### src/receive_pkg.sv
// widths, depths, channel count and state/mode encodings
// shared by the two-channel ADC receive path
package receive_pkg;

  //////////////////////////////////////////////////
  // stream sizes
  //////////////////////////////////////////////////
  localparam int channels = 2;
  localparam int channel_width = $clog2(channels);
  localparam int parallel_samples = 2;
  localparam int sample_width = 16;
  localparam int beat_width = parallel_samples * sample_width;
  localparam int timestamp_width = 32;

  //////////////////////////////////////////////////
  // per-channel memories
  //////////////////////////////////////////////////
  // write pointers are one bit wider than the address so that full shows in the msb
  localparam int data_depth = 64;
  localparam int data_addr_width = $clog2(data_depth);
  localparam int tstamp_depth = 32;
  localparam int tstamp_addr_width = $clog2(tstamp_depth);

  //////////////////////////////////////////////////
  // encodings
  //////////////////////////////////////////////////
  typedef enum logic {
    src_raw,
    src_diff
  } source_mode_t;

  typedef enum logic {
    disc_idle,
    disc_armed
  } disc_state_t;

  // readout sequencer
  typedef enum logic [2:0] {
    rd_idle,
    rd_header,
    rd_data,
    rd_summary,
    rd_next
  } read_state_t;

endpackage
### src/sample_conditioner.sv
// per-channel halved first difference and raw/difference source select
`timescale 1ns/10ps
module sample_conditioner (
  input  logic clk,
  input  logic reset,
  input  logic [receive_pkg::channels-1:0][receive_pkg::beat_width-1:0] adc_data,
  input  logic [receive_pkg::channels-1:0] adc_valid,
  input  logic [receive_pkg::channels-1:0] source_mode,
  input  logic mux_cfg_valid,
  output logic [receive_pkg::channels-1:0][receive_pkg::beat_width-1:0] cond_data,
  output logic [receive_pkg::channels-1:0] cond_valid
);

  receive_pkg::source_mode_t mode [receive_pkg::channels];
  // last sample of the previous valid beat
  logic [receive_pkg::channels-1:0][receive_pkg::sample_width-1:0] last_sample;
  logic [receive_pkg::channels-1:0][receive_pkg::beat_width-1:0] diff_beat;

  always_comb begin
    logic [receive_pkg::sample_width-1:0] cur;
    logic [receive_pkg::sample_width-1:0] prv;
    logic [receive_pkg::sample_width:0] delta;
    for (int c = 0; c < receive_pkg::channels; c++) begin
      for (int s = 0; s < receive_pkg::parallel_samples; s++) begin
        cur = adc_data[c][s*receive_pkg::sample_width +: receive_pkg::sample_width];
        if (s == 0) begin
          prv = last_sample[c];
        end else begin
          prv = adc_data[c][(s-1)*receive_pkg::sample_width +: receive_pkg::sample_width];
        end
        // one extra sign bit keeps the difference exact, dropping the lsb halves it
        delta = {cur[receive_pkg::sample_width-1], cur} - {prv[receive_pkg::sample_width-1], prv};
        diff_beat[c][s*receive_pkg::sample_width +: receive_pkg::sample_width] =
          delta[receive_pkg::sample_width:1];
      end
    end
  end

  always_ff @(posedge clk) begin
    if (reset) begin
      cond_valid <= '0;
      last_sample <= '0;
      for (int c = 0; c < receive_pkg::channels; c++) begin
        mode[c] <= receive_pkg::src_raw;
      end
    end else begin
      cond_valid <= adc_valid;
      for (int c = 0; c < receive_pkg::channels; c++) begin
        if (mux_cfg_valid) begin
          mode[c] <= receive_pkg::source_mode_t'(source_mode[c]);
        end
        if (adc_valid[c]) begin
          last_sample[c] <= adc_data[c][receive_pkg::beat_width-1 -: receive_pkg::sample_width];
        end
      end
    end
  end

  // output register
  always_ff @(posedge clk) begin
    for (int c = 0; c < receive_pkg::channels; c++) begin
      if (adc_valid[c]) begin
        cond_data[c] <= (mode[c] == receive_pkg::src_diff) ? diff_beat[c] : adc_data[c];
      end
    end
  end

endmodule

### config.mk
export PLATFORM = sky130hd
export DESIGN_NAME = sample_conditioner
export DESIGN_NICKNAME = d
export VERILOG_FILES = /design/src/receive_pkg.sv /design/src/sample_conditioner.sv
export SDC_FILE = /design/constraint.sdc
export NUM_CORES = 1
export LEC_CHECK = 0
export ABC_AREA = 1
export ABC_CLOCK_PERIOD_IN_PS = 3800
export BUFFER_PORTS_ARGS = -buffer_cell sky130_fd_sc_hd__buf_2
export CAP_MARGIN = 20
export CORE_MARGIN = 2
export CORE_UTILIZATION = 50
export CTS_BUF_LIST = sky130_fd_sc_hd__clkbuf_4
export DETAILED_ROUTE_END_ITERATION = 8
export PLACE_DENSITY = 0.72
export SLEW_MARGIN = 20
export SYNTH_ARGS = -nofsm -noshare
export SYNTH_HDL_FRONTEND = slang
export SYNTH_SLANG_ARGS = --single-unit
### constraint.sdc
create_clock -name clk -period 3.8 [get_ports clk]
set_clock_uncertainty 0.05 [all_clocks]
set_input_delay 0.38 -clock clk [delete_from_list [all_inputs] [get_ports clk]]
set_output_delay 0.38 -clock clk [all_outputs]
set_load 0.005 [all_outputs]
# Word-level counts from Yosys, hierarchy flattened
# Memory sizes are Yosys's and may differ from the RTL's.
# Index checks and enable logic that the tools add are counted.
[classes] shifts=0 order_cmp=0 n_reduce_logical=0 multipliers=0 add_sub_neg=4 div_mod_pow=0 bitwise_logic=2 eq_ne=0 muxes=9
[ops] operator="subtractor 16 x 16 -> 17 bit" n=4
[ops] operator="2-to-1 mux 32 bit" n=2
[ops] operator="2-to-1 mux 1 bit" n=7
[ops] operator="OR 1 bit" n=2
[word_totals] ram_bits=2 latchBits=0 romBits=0 out_inout_bits=66 reg_bits=98 in_bits=71 memories=1
[memory_table] memory="mode" depth=2 width=1 read_ports=2 rd_ports_with_merged_regs=0 write_ports=2 line_no="sample_conditioner.sv:14" rtl="receive_pkg::source_mode_t mode [receive_pkg::channels];"

# Depth between registers and ports, before layout
[logic_depth] depth_word=4 depth_mapped=14 mapped_depth_nobuf=14

# Worst setup path after synthesis
# OpenSTA, ideal clock, no wires.
[synth_timing] path_kind="input to register" start="input port adc_data[16] (netlist name)" end="register cond_data[31] (netlist name), data pin" path_buffers=0 stages=14 slack_ps=2022 setup_time_ps=253 required_ps=3497 t_arrival_ps=1475 cell_sequence="inv_1 -> nand2_1 -> inv_1 -> fa_1 -> inv_1 -> nand2_1 -> nand2_1 -> nand3_1 -> nand2_1 -> nand2_1 -> nand2_1 -> nand2_1 -> nand3_1 -> nand2_1"
[synth_via] elab_chain_len=2
[synth_lines] element="start, declared" line_no="sample_conditioner.sv:6" rtl="input logic [receive_pkg::channels-1:0][receive_pkg::beat_width-1:0] adc_data,"
[synth_lines] element="subtractor 16 x 16 -> 17 bit" line_no="sample_conditioner.sv:32" rtl="delta = {cur[receive_pkg::sample_width-1], cur} - {prv[receive_pkg::sample_width-1], prv};"
[synth_lines] element="2-to-1 mux 32 bit" line_no="sample_conditioner.sv:63" rtl="cond_data[c] <= (mode[c] == receive_pkg::src_diff) ? diff_beat[c] : adc_data[c];"
[synth_lines] element="end signal, assigned by index" line_no="sample_conditioner.sv:63"
[synth_lines] element="end, declared" line_no="sample_conditioner.sv:10" rtl="output logic [receive_pkg::channels-1:0][receive_pkg::beat_width-1:0] cond_data,"
# No other way between the ends.
# A chain may end at the register's enable or synchronous reset.

==> impl_metrics.prom <==
# TYPE chip_impl_metric gauge
chip_impl_info{name="run_status",value="finished clean"} 1
chip_impl_info{name="criticalPathCategory",value="register to register"} 1
chip_impl_metric{name="yosysWarnings",unit=""} 0
chip_impl_info{name="timing.critical_path.from_type",value="register"} 1
chip_impl_metric{name="setup_tns",unit="ps"} 0
chip_impl_metric{name="max_stage_delay",unit="ps"} 790
chip_impl_metric{name="grt_use_total",unit=""} 0.2371
chip_impl_metric{name="vias_per_cell",unit=""} 4.864
chip_impl_info{name="worst_path_dominant_cell_family",value="buffers and inverters"} 1
chip_impl_metric{name="power-per-cell-area",unit="mW/mm2"} 335.2
chip_impl_metric{name="cap_violations",unit=""} 0
chip_impl_metric{name="final_antenna_net_count",unit=""} 0
chip_impl_metric{name="layout.cells.non_filler",unit=""} 1564
chip_impl_metric{name="seq_power_share",unit=""} 0.430
chip_impl_metric{name="tritoncts_num_sinks",unit=""} 100
chip_impl_metric{name="part_of_the_yosys_area_used_for_sequential_elements",unit=""} 0.3356
chip_impl_metric{name="crit_path_max_fanout",unit=""} 33
chip_impl_metric{name="ys_types",unit=""} 30
chip_impl_metric{name="post-place-cells",unit=""} 1548
chip_impl_metric{name="synth.ff_latch_count",unit=""} 100
chip_impl_metric{name="r2r_setup_slack",unit="ps"} 1810
chip_impl_metric{name="post_synth_edffs",unit=""} 66
chip_impl_info{name="critical-path-slowest-cell",value="sky130_fd_sc_hd__inv_1"} 1
chip_impl_metric{name="wire_per_inst",unit="um"} 12.36
chip_impl_metric{name="detailroute.via_count",unit=""} 7607
chip_impl_metric{name="final_min_period_over_clock_period",unit=""} 0.5237
chip_impl_metric{name="chipWidth",unit="um"} 130.0
chip_impl_metric{name="fmaxAchievable",unit="GHz"} 0.5025
chip_impl_metric{name="route.detailed.drc",unit=""} 0
chip_impl_info{name="critical_path.endpoint",value="cond_data[51]$_DFFE_PP_"} 1
chip_impl_metric{name="p_comb_frac",unit=""} 0.330
chip_impl_metric{name="dieHeight",unit="um"} 130.0
chip_impl_info{name="setup_repair_after_global_routing_missed_its_margin",value="false"} 1
chip_impl_metric{name="post_cts_resize_count",unit=""} 0
chip_impl_metric{name="synthArstFlopShare",unit=""} 0
chip_impl_metric{name="post-cts-setup-buffers",unit=""} 0
chip_impl_metric{name="postCtsHoldBufs",unit=""} 0
chip_impl_info{name="r2r_end",value="cond_data[51]$_DFFE_PP_"} 1
chip_impl_metric{name="place_hpwl",unit="um"} 15160
chip_impl_metric{name="largest_net_degree_at_the_start_of_global_routing",unit=""} 38
chip_impl_metric{name="start_util",unit=""} 0.5049
chip_impl_info{name="cells_along_the_critical_path",value="buf_4 -> inv_1 -> o21ai_0"} 1
chip_impl_metric{name="fin_crit",unit="ps"} 1990
chip_impl_metric{name="worst_slew_margin_rel",unit=""} 0.3262
chip_impl_metric{name="synthesis.instances",unit=""} 1214
chip_impl_metric{name="post-synth-top-area-fraction",unit=""} 0.2498
chip_impl_metric{name="finalPower",unit="W"} 0.003022
chip_impl_metric{name="drt_first_iter_violations",unit=""} 443
chip_impl_metric{name="dr.pass1.iters",unit=""} 5
chip_impl_info{name="library_cell_with_the_highest_instance_count_after_synthesis",value="sky130_fd_sc_hd__nand2_1"} 1
chip_impl_metric{name="power.clock.fraction",unit=""} 0.241
chip_impl_metric{name="std_cell_rows",unit=""} 46
chip_impl_metric{name="syn_avg_cell_area",unit="um2"} 6.534
chip_impl_metric{name="timing.critical_path.arrival",unit="ps"} 2150
chip_impl_metric{name="grt_antenna_before_repair",unit=""} 0
chip_impl_metric{name="layout-drive-gt1-share",unit=""} 0.1269
chip_impl_metric{name="top_level_ports",unit=""} 137
chip_impl_metric{name="netlist_area_pre_place",unit="mm2"} 0.007933
chip_impl_metric{name="grt_first_pass_wirelength",unit="um"} 31950
chip_impl_info{name="hp-class",value="input port to register"} 1
chip_impl_metric{name="timing.final.hold_violations",unit=""} 0
chip_impl_metric{name="max-clock-path-buffers",unit=""} 2
chip_impl_metric{name="cp_num_buf_inv",unit=""} 2
chip_impl_metric{name="netSwitchingFraction",unit=""} 0.3452
chip_impl_metric{name="syn2layout_area_growth",unit="%"} 13.63
chip_impl_info{name="synth.top_cells.by_area",value="sky130_fd_sc_hd__edfxtp_1, sky130_fd_sc_hd__nand2_1, sky130_fd_sc_hd__inv_1"} 1
chip_impl_info{name="crit_path_end_kind",value="register"} 1
chip_impl_info{name="yosys-top-cells-count",value="sky130_fd_sc_hd__nand2_1, sky130_fd_sc_hd__inv_1, sky130_fd_sc_hd__nand3_1"} 1
chip_impl_metric{name="worst_setup_hold_path_clk_slew",unit="ps"} 170
chip_impl_metric{name="tightest_slew",unit="ps"} 1010
chip_impl_metric{name="switchingPower",unit="W"} 0.001043
chip_impl_metric{name="post_synthesis_net_count",unit=""} 1349
chip_impl_metric{name="nNetsFinal",unit=""} 1478
chip_impl_metric{name="area_of_the_core_region",unit="mm2"} 0.01571
chip_impl_metric{name="cts-buffers-inserted",unit=""} 9
chip_impl_info{name="synth_flop_cell",value="sky130_fd_sc_hd__edfxtp_1"} 1
chip_impl_info{name="cts.root.buffer_cell",value="sky130_fd_sc_hd__clkbuf_4"} 1
chip_impl_metric{name="grt.overflow.total",unit=""} 0
chip_impl_metric{name="die_area",unit="mm2"} 0.01689
chip_impl_metric{name="worst-endpoint-required",unit="ps"} 3960
chip_impl_info{name="tritoncts",value="done"} 1
chip_impl_metric{name="place_congestion",unit=""} 0.9395
chip_impl_metric{name="antenna-diode-count",unit=""} 0
chip_impl_metric{name="rr_worst_depth",unit=""} 3
chip_impl_metric{name="peakVddDrop",unit="mV"} 0.2107
chip_impl_metric{name="cp_num_cells",unit=""} 3
chip_impl_info{name="worstSetupStartpoint",value="mode[0][1]$_SDFFCE_PN0P_"} 1
chip_impl_metric{name="vias_in_the_first_global_route",unit=""} 7139
chip_impl_metric{name="p_leak",unit="nW"} 5.172
chip_impl_info{name="ff_to_ff_start",value="mode[0][1]$_SDFFCE_PN0P_"} 1
chip_impl_metric{name="setup-violations-final",unit=""} 0
chip_impl_metric{name="timing_max_transition_violations_final",unit=""} 0
chip_impl_metric{name="postRouteWirelength",unit="um"} 19330
chip_impl_metric{name="fin_util",unit=""} 0.5737
chip_impl_metric{name="n_fill_cell",unit=""} 1580
chip_impl_metric{name="io_buffers",unit=""} 136
chip_impl_info{name="post_synthesis_cell_type_with_the_largest_combined_area",value="sky130_fd_sc_hd__edfxtp_1"} 1
chip_impl_metric{name="h-tree-depth",unit=""} 3
chip_impl_metric{name="insertion_delay",unit="ps"} 480
chip_impl_metric{name="holdWs",unit="ps"} 100.8
chip_impl_metric{name="power.internal",unit="W"} 0.001979
## power groups by stage
stage | Combinational, W | Clock (W) | Sequential [W]
after floorplan | 0.000679 | 0 | 0.00133
after global placement | 0.000979 | 0 | 0.00132
after detailed placement | 0.000994 | 0 | 0.00132
after CTS | 0.000998 | 0.000743 | 0.00130
after global routing | 0.00115 | 0.000771 | 0.00131
final | 0.000996 | 0.000727 | 0.00130
## final cells by class
type,instances,area [um2],area share
Clock buffer,9,67.56,0.007496
Clock inverter,7,122.6,0.01360
Inverter,262,983.4,0.1091
Multi-Input combinational cell,829,4189,0.4647
Sequential cell,100,2663,0.2954
Tap cell,216,270.3,0.02998
Timing Repair Buffer,141,718.2,0.07968
## layout by cell type (no fill, tap or decap), types with 3 or more instances in the layout
cell type and instances:
sky130_fd_sc_hd__o21ai_0 12, sky130_fd_sc_hd__ha_1 60, sky130_fd_sc_hd__nor2_1 70, sky130_fd_sc_hd__clkbuf_4 9
sky130_fd_sc_hd__dfxtp_1 34, sky130_fd_sc_hd__a21oi_1 41, sky130_fd_sc_hd__nand3b_1 4, sky130_fd_sc_hd__edfxtp_1 66
sky130_fd_sc_hd__fa_1 4, sky130_fd_sc_hd__inv_1 262, sky130_fd_sc_hd__a211oi_1 32, sky130_fd_sc_hd__and2_1 3
sky130_fd_sc_hd__nor3_1 16, sky130_fd_sc_hd__o21ai_1 7, sky130_fd_sc_hd__nand2_2 10, sky130_fd_sc_hd__bufinv_16 3
sky130_fd_sc_hd__nand4_1 4, sky130_fd_sc_hd__buf_2 136, sky130_fd_sc_hd__buf_4 5, sky130_fd_sc_hd__or2_1 7
sky130_fd_sc_hd__nand2_1 460, sky130_fd_sc_hd__nand3_1 71, sky130_fd_sc_hd__o22ai_1 9, sky130_fd_sc_hd__xnor2_1 9
## sequential cells by signal (all words and copies together), names as in the netlist
signal / flops
cond_data: 64
last_sample: 32
cond_valid: 2
mode: 2
## worst register-to-register path: stages, from the launching register on
cell and delay, ps:
sky130_fd_sc_hd__edfxtp_1 400, sky130_fd_sc_hd__buf_4 270, sky130_fd_sc_hd__inv_1 790, sky130_fd_sc_hd__o21ai_0 210
## kinds of logic (layout without fill, tap and decap cells)
| logic type | Yosys count | count (layout) | synth area share |
|---|---|---|---|
| buffers and inverters | 285 | 419 | 0.1363 |
| AOI/OAI and AO/OA | 102 | 102 | 0.07634 |
| DFF | 100 | 100 | 0.3356 |
| xor gates and xnor gates | 11 | 11 | 0.01215 |
| adders and majority gates | 64 | 64 | 0.1047 |
| and+or+nand+nor | 652 | 652 | 0.3349 |
## layer usage
metal,vias up,wire [um],track usage
met5,-,0,0
met4,0,499,0.09171
met3,35,875,0.02624
met2,194,9496,0.4333
met1,3355,8453,0.2855
li1,4023,-,-
## worst min-delay path by stage
stage | startpoint | endpoint | slack, ps | depth (start not counted)
finish | adc_data[16] | last_sample[0]$_SDFFE_PP0P_ | 100 | 3
global route | adc_data[48] | last_sample[16]$_SDFFE_PP0P_ | 90 | 3
CTS | adc_data[48] | last_sample[16]$_SDFFE_PP0P_ | 50 | 3
detailed placement | last_sample[23]$_SDFFE_PP0P_ | last_sample[23]$_SDFFE_PP0P_ | 410 | 2
global placement | last_sample[24]$_SDFFE_PP0P_ | last_sample[24]$_SDFFE_PP0P_ | 410 | 2
floorplan | last_sample[15]$_SDFFE_PP0P_ | last_sample[15]$_SDFFE_PP0P_ | 390 | 2
## per-stage QoR
step / setup WS, ps / area [um2]
finish: 1810 / 9014
global route: 1641 / 9014
CTS: 1788 / 9014
detailed placement: 1683 / 8823
global placement: 1704 / 8823
floorplan: 2022 / 7933
Note: power is estimated with default switching activity, not from simulation.
