## src/receive_pkg.sv

```systemverilog
// widths, depths, channel count and state/mode encodings
// shared by the two-channel ADC receive path
package receive_pkg;

  //////////////////////////////////////////////////
  // stream sizes
  //////////////////////////////////////////////////
  localparam int channels = 2;
  localparam int channel_width = $clog2(channels);
  localparam int parallel_samples = 2;
  localparam int sample_width = 16;
  localparam int beat_width = parallel_samples * sample_width;
  localparam int timestamp_width = 32;

  //////////////////////////////////////////////////
  // per-channel memories
  //////////////////////////////////////////////////
  // write pointers are one bit wider than the address so that full shows in the msb
  localparam int data_depth = 64;
  localparam int data_addr_width = $clog2(data_depth);
  localparam int tstamp_depth = 32;
  localparam int tstamp_addr_width = $clog2(tstamp_depth);

  //////////////////////////////////////////////////
  // encodings
  //////////////////////////////////////////////////
  typedef enum logic {
    src_raw,
    src_diff
  } source_mode_t;

  typedef enum logic {
    disc_idle,
    disc_armed
  } disc_state_t;

  // readout sequencer
  typedef enum logic [2:0] {
    rd_idle,
    rd_header,
    rd_data,
    rd_summary,
    rd_next
  } read_state_t;

endpackage
```

## src/sample_discriminator.sv

```systemverilog
// per-channel hysteresis keep decision, beat index counter
// and segment start marking
`timescale 1ns/10ps
module sample_discriminator (
  input  logic clk,
  input  logic reset,
  input  logic [receive_pkg::channels-1:0][receive_pkg::beat_width-1:0] cond_data,
  input  logic [receive_pkg::channels-1:0] cond_valid,
  input  logic [receive_pkg::channels-1:0][receive_pkg::sample_width-1:0] threshold_high,
  input  logic [receive_pkg::channels-1:0][receive_pkg::sample_width-1:0] threshold_low,
  input  logic disc_cfg_valid,
  input  logic capture_start,
  output logic [receive_pkg::channels-1:0][receive_pkg::beat_width-1:0] keep_data,
  output logic [receive_pkg::channels-1:0] keep_valid,
  output logic [receive_pkg::channels-1:0] keep_segment_start,
  output logic [receive_pkg::channels-1:0][receive_pkg::timestamp_width-1:0] keep_timestamp
);

  logic [receive_pkg::channels-1:0][receive_pkg::sample_width-1:0] thr_high;
  logic [receive_pkg::channels-1:0][receive_pkg::sample_width-1:0] thr_low;
  receive_pkg::disc_state_t state [receive_pkg::channels];
  receive_pkg::disc_state_t next_state [receive_pkg::channels];
  logic [receive_pkg::channels-1:0][receive_pkg::timestamp_width-1:0] beat_index;
  // high from capture start or a dropped beat up to the next kept beat
  logic [receive_pkg::channels-1:0] seg_pending;

  //////////////////////////////////////////////////
  // hysteresis
  //////////////////////////////////////////////////
  always_comb begin
    logic any_above;
    logic all_below;
    logic signed [receive_pkg::sample_width-1:0] smp;
    for (int c = 0; c < receive_pkg::channels; c++) begin
      any_above = 1'b0;
      all_below = 1'b1;
      for (int s = 0; s < receive_pkg::parallel_samples; s++) begin
        smp = cond_data[c][s*receive_pkg::sample_width +: receive_pkg::sample_width];
        if (smp > $signed(thr_high[c])) begin
          any_above = 1'b1;
        end
        if (smp >= $signed(thr_low[c])) begin
          all_below = 1'b0;
        end
      end
      if (any_above) begin
        next_state[c] = receive_pkg::disc_armed;
      end else if (all_below) begin
        next_state[c] = receive_pkg::disc_idle;
      end else begin
        next_state[c] = state[c];
      end
    end
  end

  //////////////////////////////////////////////////
  // state, counters and keep strobe
  //////////////////////////////////////////////////
  always_ff @(posedge clk) begin
    if (reset) begin
      thr_high <= '0;
      thr_low <= '0;
      keep_valid <= '0;
      seg_pending <= '1;
      beat_index <= '0;
      for (int c = 0; c < receive_pkg::channels; c++) begin
        state[c] <= receive_pkg::disc_idle;
      end
    end else begin
      if (disc_cfg_valid) begin
        thr_high <= threshold_high;
        thr_low <= threshold_low;
      end
      for (int c = 0; c < receive_pkg::channels; c++) begin
        keep_valid[c] <= 1'b0;
        if (capture_start) begin
          state[c] <= receive_pkg::disc_idle;
          beat_index[c] <= '0;
          seg_pending[c] <= 1'b1;
        end else if (cond_valid[c]) begin
          state[c] <= next_state[c];
          beat_index[c] <= beat_index[c] + 1'b1;
          keep_valid[c] <= (next_state[c] == receive_pkg::disc_armed);
          seg_pending[c] <= (next_state[c] != receive_pkg::disc_armed);
        end
      end
    end
  end

  // payload registers
  always_ff @(posedge clk) begin
    for (int c = 0; c < receive_pkg::channels; c++) begin
      if (cond_valid[c]) begin
        keep_data[c] <= cond_data[c];
        keep_timestamp[c] <= beat_index[c];
        keep_segment_start[c] <= seg_pending[c];
      end
    end
  end

endmodule

```

## config.mk

```make
export PLATFORM = sky130hd
export DESIGN_NAME = sample_discriminator
export DESIGN_NICKNAME = d
export VERILOG_FILES = /design/src/receive_pkg.sv /design/src/sample_discriminator.sv
export SDC_FILE = /design/constraint.sdc
export NUM_CORES = 1
export LEC_CHECK = 0
export BUFFER_PORTS_ARGS = -buffer_cell sky130_fd_sc_hd__clkbuf_2
export CORE_UTILIZATION = 50
export CTS_BUF_LIST = sky130_fd_sc_hd__clkbuf_4 sky130_fd_sc_hd__clkbuf_8
export CTS_CLUSTER_DIAMETER = 80
export CTS_CLUSTER_SIZE = 20
export DETAILED_ROUTE_END_ITERATION = 16
export GPL_TIMING_DRIVEN = 0
export PLACE_DENSITY = 0.75
export SLEW_MARGIN = 20
export SYNTH_ARGS = -nofsm -noshare
export SYNTH_HDL_FRONTEND = slang
export SYNTH_SLANG_ARGS = --single-unit
export TNS_END_PERCENT = 30
```

## constraint.sdc

```tcl
create_clock -name clk -period 3.5 [get_ports clk]
set_input_delay 1.05 -clock clk [delete_from_list [all_inputs] [get_ports clk]]
set_output_delay 1.05 -clock clk [all_outputs]
set_load 0.01 [all_outputs]
```

---- Yosys cells after proc, flatten, opt, wreduce, memory -nomap -nowiden ----
Memories as Yosys holds them, arrays and structs flattened.
Cells that the tools add are included.
word-level totals
  memories ................................ 1
  memory bits (read-only) ................. 0
  latch bits .............................. 0
  bits in writable memories ............... 2
  bits in registers ....................... 262
  logic and storage cells ................. 67
  output and inout bits ................... 132
memories
  memory  words  width  rd ports  clocked after Yosys merged registers in  write ports  RTL line                    source
  state   2      1      2         0                                        2            sample_discriminator.sv:21  receive_pkg::disc_state_t state [receive_pkg::channels];
operators by class
  div/mod/pow operators ................... 0
  add/subtract/negate cells ............... 2
  eq/ne operators ......................... 0
  bitwise gates (word level) .............. 8
  muxes and demuxes ....................... 29
  reduce and logical (&&, ||, !) cells .... 3
  $lt $le $gt $ge ......................... 8
  shift-type cells ........................ 0
  multipliers ............................. 0
operators with widths
  operator                                                          count
  32-bit by 1-bit adder with 32-bit output (second input constant)  2
  16-bit >= comparator                                              4
  16-bit greater-than comparator                                    4
  1-bit 2-to-1 mux                                                  29
  3-bit OR reduction                                                2
  1-bit NOT                                                         4
  1-bit OR                                                          4
  2-bit OR reduction                                                1

---- Longest topological paths before layout ----
Gate-level depths: netlist of run 1.
  depth in word-level cells ............... 6
  gate-level depth with buffers ........... 9
  gate-level depth less buffers ........... 9

---- Least setup slack after synthesis of run 1 ----
OpenSTA, ideal clock, no wires.
  kind .................................... input to register
  from .................................... in cond_data[63] in the netlist's numbering
  to ...................................... mem state[1] in the netlist's numbering, data pin
  data required time ...................... 3241 ps
  setup time .............................. 259 ps
  stages on the path ...................... 7
  buffers on the path ..................... 0
  path slack .............................. 479 ps
  arrival time ............................ 2762 ps
  path through ............................ ha_1 -> nand4_1 -> or4_1 -> o2111ai_1 -> mux2i_1 -> a31oi_2 -> or2_1
RTL lines
  item         RTL line                    source
  from (decl)  sample_discriminator.sv:7   input logic [receive_pkg::channels-1:0][receive_pkg::beat_width-1:0] cond_data,
  to (decl)    sample_discriminator.sv:21

==> results of run 1 <==
cell type report:
type / count / area share [%]
Buffer: 23 / 0.649
Timing Repair Buffer: 266 / 9.63
Multi-Input combinational cell: 702 / 36.2
Tap cell: 319 / 2.80
Inverter: 75 / 1.97
Sequential cell: 264 / 46.3
Clock buffer: 26 / 2.11
Clock inverter: 3 / 0.333
Antenna cell: 1 / 0.0175
per-stage QoR:
stage	cell area, sq um	power (mW)	utilization [%]
2_1_floorplan	12100	3.94	-
3_3_place_gp	13900	4.25	58.7
3_5_place_dp	13900	4.29	58.9
4_1_cts	14300	5.85	60.4
5_1_grt	14300	6.06	60.4
6_report	14300	5.79	60.4
cells in the final DEF, fill, tap and decap left out, types with 3 or more instances in the layout:
| cell type | instances |
|---|---|
| and2_1 | 4 |
| or3_1 | 14 |
| clkbuf_2 | 262 |
| o21ai_0 | 16 |
| clkbuf_8 | 17 |
| xnor2_1 | 17 |
| clkbuf_1 | 13 |
| nand3_1 | 36 |
| nor3_1 | 4 |
| nor4_1 | 7 |
| buf_1 | 7 |
| o211ai_1 | 4 |
| o21ai_1 | 10 |
| xor2_1 | 34 |
| a221oi_1 | 3 |
| a21oi_1 | 56 |
| nand2_1 | 48 |
| mux2i_1 | 72 |
| nand4_1 | 25 |
| o21a_1 | 3 |
| inv_1 | 75 |
| ha_1 | 130 |
| a21o_1 | 13 |
| a211oi_1 | 4 |
| a31oi_1 | 4 |
| nand4_2 | 3 |
| and4_1 | 9 |
| dfxtp_1 | 132 |
| nor2b_1 | 6 |
| clkbuf_4 | 11 |
| and3_1 | 15 |
| nor2_1 | 134 |
| edfxtp_1 | 132 |
report_power, final:
| part | switching, mW | internal, mW |
|---|---|---|
| sequential | 0.0509 | 3.38 |
| clock | 0.938 | 0.637 |
| combinational | 0.452 | 0.334 |
sequential cells by signal, indices dropped and copies added (netlist names):
signal              cells
state                   2
keep_segment_start      2
keep_data              64
seg_pending             2
keep_timestamp         64
keep_valid              2
thr_low                32
thr_high               32
beat_index             64
worst max-delay path, stage by stage:
cell and delay [ns]:
clkbuf_2 0.14, ha_1 0.35, nand4_1 0.16, nor4_1 0.36
nor3b_1 0.41, a31oi_1 0.08, mux2i_1 0.24, a21oi_1 0.14
or2_1 0.25
logic make-up (layout without fill, tap and decap cells):
kind of cell,Yosys count,count (layout),share of synthesized area [%]
compound gates,128,128,6.38
xor+xnor,51,51,3.68
fa+ha+maj,130,130,13.4
buf+inv,98,393,3.08
flops,264,264,54.4
mux,72,72,5.94
other cells,0,1,0
simple gates,321,321,13.1
metal layers:
layer	GRT usage (%)	vias to the layer above
met4	5.50	0
met2	35.7	218
met1	27.7	4054
li1	-	4388
met5	0	-
met3	3.94	36
how the worst max path moves through the flow:
stage | depth (start not counted) | to
2_1_floorplan | 7 | state[1]$_SDFFCE_PN0P_
3_3_place_gp | 9 | beat_index[63]$_SDFFE_PP0P_
3_5_place_dp | 10 | beat_index[31]$_SDFFE_PP0P_
4_1_cts | 10 | beat_index[31]$_SDFFE_PP0P_
5_1_grt | 10 | beat_index[31]$_SDFFE_PP0P_
6_report | 9 | state[1]$_SDFFCE_PN0P_
==> reports/results.ini, run 1 <==
[finish]
syn_to_final_growth_pct=17.5
fillers=2026
instances_no_fill=1679
seq_area_sq_mm=0.00661
multi_input_area_sq_mm=0.00516
nets=1613
final_layout_size_suffix_gt1_share_pct=22.8

[hold_path]
min_to=keep_segment_start[1]$_DFFE_PP_
holdCritPathClass=flop to flop
hold_start=seg_pending[1]$_SDFFE_PP1P_
min_delay_path_depth=0

[floorplanning]
io_pins=266
row_count=56
core_region_area_sq_mm=0.0236
die_w_um=158
die_h_um=158
dieArea_sq_mm=0.0249
start_util_pct=51.4

[timing]
finalSetupTns_ns=0
whs_ns=0.454
worstMarginPinSlew_ns=0.870
finalSetupViolCount=0
slew_viol_final=0
relSlewSlack_pct=42.0
finalWorstSetupSlack_ns=0.601
period_minus_slack_ns=2.90
skew_ns=0.0289
post-route-period-util_pct=82.8
max_freq_mhz=345
rsz0062_at_grt=false
hold_viol=0

[placed_design]
gp_congestion=0.874
hpwl_mm=20.9
portBuffers=264
dp_cells=1649
dp_slack_ns=0.0225

[power]
leakage_nw=6.19
power.density_mw_per_mm2=406
ir_drop_v=0.000372

[detailed_routing]
first_pass_iters=6
wl_met2_mm=12.2
viasPerCell=5.18
wl_met1_mm=11.9
wirelength_mm=26.2
drtIter0Drc=355
remaining_drc_errors=0
wl_per_cell_um=15.6
top_layer_used=met4
ant_nets=0
met3_length_mm=1.53
vias=8696

[logic_synthesis]
synthesis.area_sq_mm=0.0121
synth_top_area_cell=edfxtp_1
ys_types=58
synthArstFlopShare_pct=0
synth_most_common_cell=nor2_1
synth_common_cells=134 x nor2_1, 132 x dfxtp_1, 132 x edfxtp_1
synth_edf_count=132
yosys_warnings=0
yosys-top-cells-area=edfxtp_1 33%, dfxtp_1 22%, ha_1 13%
ys_seq_area_share_pct=54.4
synth.avg_cell_area_sq_um=11.4
synth-seq-cells=264
synth_fp_nets=1328
synth_ff_type=edfxtp_1
netlist.area_leader.share_pct=32.7
netlist_instances=1064

[setup_path]
r2r_end=state[1]$_SDFFCE_PN0P_
r2r-start=thr_high[31]$_SDFFE_PP0P_
required_ns=3.79
startpoint=cond_data[63]
arrival_ns=3.19
endpoint_kind=flop
crit_fanout=4
crit_type=primary input to flop
reg2reg_depth=9
rrSetupSlack_ns=0.88
startpoint_type=primary input

[global_route]
grt_max_degree=56
grt_use_total_pct=21.1
grt.overflow.total=0
grt_pass1_vias=8410
grt_antenna_before_repair=1
grt_pass1_wl_mm=41.3

[clock_network]
cts_hold_buf=0
clock_latency_ns=0.54
htree_levels=1
clockBufferDepth=3
cts_setup_buffers=0
cts_tree=yes
numCtsBuffers=17
cts_sinks=264
clk_pin_slew_ns=0.11
post_cts_resized=0
clock-root-buffer=clkbuf_8

[flow_run]
max_cap_violations=0

[status]
status=finished, final reports clean

Power figures use the tool's default switching activity.
==> inputs of run 2 (changes only) <==
==> constraint.sdc (replaced) <==
create_clock -name clk -period 2.9 [get_ports clk]
set_input_delay 0.87 -clock clk [delete_from_list [all_inputs] [get_ports clk]]
set_output_delay 0.87 -clock clk [all_outputs]
set_load 0.01 [all_outputs]
==> run 2 against run 1 <==
Against the previous run:
- global-route usage stayed put
- power is 21% higher
- critical path depth unchanged
- largest power group unchanged
- setup slack worse by 0.42 ns
- wire length about the same
- critical path type unchanged
==> reports/results.ini, run 2 (synthesized netlist as in run 1, its figures left out) <==
[detailed_routing]
wl_per_cell_um=15.6  ; about the same
viasPerCell=5.18  ; about the same
first_pass_iters=6  ; unchanged
remaining_drc_errors=0  ; unchanged
vias=8698  ; +0.023%
ant_nets=0  ; unchanged
wirelength_mm=26.3  ; about the same
drtIter0Drc=355  ; unchanged

[clock_network]
clk_pin_slew_ns=0.11  ; about the same
clock_latency_ns=0.54  ; about the same
numCtsBuffers=17  ; unchanged
post_cts_resized=0  ; unchanged
htree_levels=1  ; unchanged
clock-root-buffer=clkbuf_8
clockBufferDepth=3  ; unchanged
cts_tree=yes
cts_hold_buf=0  ; unchanged
cts_sinks=264  ; unchanged
cts_setup_buffers=0  ; unchanged

[timing]
hold_viol=0  ; unchanged
worstMarginPinSlew_ns=0.870  ; unchanged
post-route-period-util_pct=93.8
max_freq_mhz=368
rsz0062_at_grt=false
finalSetupViolCount=0  ; unchanged
relSlewSlack_pct=42.0  ; unchanged
period_minus_slack_ns=2.72
whs_ns=0.454  ; unchanged
slew_viol_final=0  ; unchanged
skew_ns=0.0289  ; unchanged

[setup_path]
required_ns=3.19  ; -0.60 ns
slowest_delay_ns=0.41  ; about the same
crit_fanout=4  ; unchanged
cp_slowest_cell=nor3b_1
arrival_ns=3.01  ; -0.18 ns
worstPathCellList=clkbuf_2, ha_1, nand4_1, nor4_1, nor3b_1, a31oi_1, mux2i_1, a21oi_1, or2_1
endpoint_kind=flop
crit_type=primary input to flop
startpoint_type=primary input
rrSetupSlack_ns=0.28  ; -0.60 ns

[placed_design]
hpwl_mm=20.9  ; unchanged
portBuffers=264  ; unchanged
dp_cells=1649  ; unchanged
gp_congestion=0.874  ; unchanged

[power]
switchingPower_mw=1.74  ; +21%
p_sw_share_pct=24.9  ; about the same
clkPwrFrac_pct=27.2  ; about the same
p_seq_share_pct=59.2  ; about the same
power.density_mw_per_mm2=490  ; +21%
pwr-share-comb_pct=13.6  ; about the same
leakage_nw=6.19  ; about the same
ir_drop_v=0.000449  ; +21%
p_int_mw=5.25  ; +21%

[finish]
top_regs=beat_index: 64 flops, keep_data: 64 flops, keep_timestamp: 64 flops
syn_to_final_growth_pct=17.5  ; unchanged
instances_no_fill=1679  ; unchanged
layout_common_cells=262 x clkbuf_2, 134 x nor2_1, 132 x dfxtp_1, 132 x edfxtp_1, 130 x ha_1
final_common_cell=clkbuf_2
final_layout_size_suffix_gt1_share_pct=22.8  ; unchanged
nets=1613  ; unchanged

[floorplanning]
row_count=56  ; unchanged
start_util_pct=51.4  ; unchanged
die_h_um=158  ; unchanged
io_pins=266  ; unchanged
dieArea_sq_mm=0.0249  ; unchanged
core_region_area_sq_mm=0.0236  ; unchanged
die_w_um=158  ; unchanged

[hold_path]
holdCritPathClass=flop to flop

[flow_run]
max_cap_violations=0  ; unchanged

[global_route]
grt_max_degree=56  ; unchanged
grt_pass1_wl_mm=41.3  ; unchanged
grt_use_total_pct=21.1  ; unchanged
grt_antenna_before_repair=1  ; unchanged
grt.overflow.total=0  ; unchanged
grt_pass1_vias=8410  ; unchanged

[status]
status=finished, final reports clean

## run 2: changes by cell type in the layout (fill, tap and decap cells not counted)
cell / before / now
buf_4: 1 / 2
clkbuf_4: 11 / 10
## run 2: stage by stage
stage	setup TNS [ns]	instance area [sq um]	power [mW]	util (%)	setup WS, ns
3_5_place_dp	-7.76	13900	5.17	58.9	-0.397
2_1_floorplan	0	12100	4.75	-	0.0590
3_3_place_gp	-40.42	13900	5.13	58.7	-1.04
5_1_grt	0	14300	7.32	60.4	0.0256
6_report	0	14300	6.99	60.4	0.181
4_1_cts	0	14300	7.06	60.4	0.176
## run 2: power groups by stage
stage / clock network, mW / logic, mW / registers, mW
2_1_floorplan: 0 / 0.483 / 4.27
3_3_place_gp: 0 / 0.913 / 4.22
3_5_place_dp: 0 / 0.950 / 4.22
4_1_cts: 1.97 / 0.955 / 4.14
5_1_grt: 2.09 / 1.07 / 4.16
6_report: 1.90 / 0.949 / 4.14
## run 2: area by class of cell
| type | instances | area, sq um |
|---|---|---|
| Timing Repair Buffer | 266 | 1370 |
| Fill cell | 2026 | 9350 |
| Tap cell | 319 | 399 |
| Sequential cell | 264 | 6610 |
| Antenna cell | 1 | 2.50 |
| Clock inverter | 3 | 47.5 |
| Clock buffer | 26 | 302 |
| Inverter | 75 | 282 |
| Multi-Input combinational cell | 702 | 5160 |
| Buffer | 23 | 92.6 |
## run 2: final timing paths
check,startpoint,to,depth (start not counted)
worst max-delay path,cond_data[63],state[1]$_SDFFCE_PN0P_,9
worst min-delay path,seg_pending[1]$_SDFFE_PP1P_,keep_segment_start[1]$_DFFE_PP_,0
worst max register to register,thr_high[31]$_SDFFE_PP0P_,state[1]$_SDFFCE_PN0P_,9
worst min register to register,seg_pending[1]$_SDFFE_PP1P_,keep_segment_start[1]$_DFFE_PP_,0
## run 2: worst max-delay path: cells and delay by family
| family | cells | cell delay (ns) |
|---|---|---|
| and+or+nand+nor | 4 | 1.18 |
| buffers and inverters | 1 | 0.14 |
| AOI/OAI and AO/OA | 2 | 0.22 |
| muxes | 1 | 0.24 |
| adders and majority gates | 1 | 0.35 |
## run 2: per-layer routing
layer / wire [um] / part of all wire, % / GRT usage [%] / up-vias
met3: 1530 / 5.8 / 3.94 / 36
met2: 12200 / 47 / 35.7 / 218
met5: 0 / 0 / 0 / -
li1: - / - / - / 4388
met1: 11900 / 45 / 27.7 / 4056
met4: 566 / 2.2 / 5.50 / 0
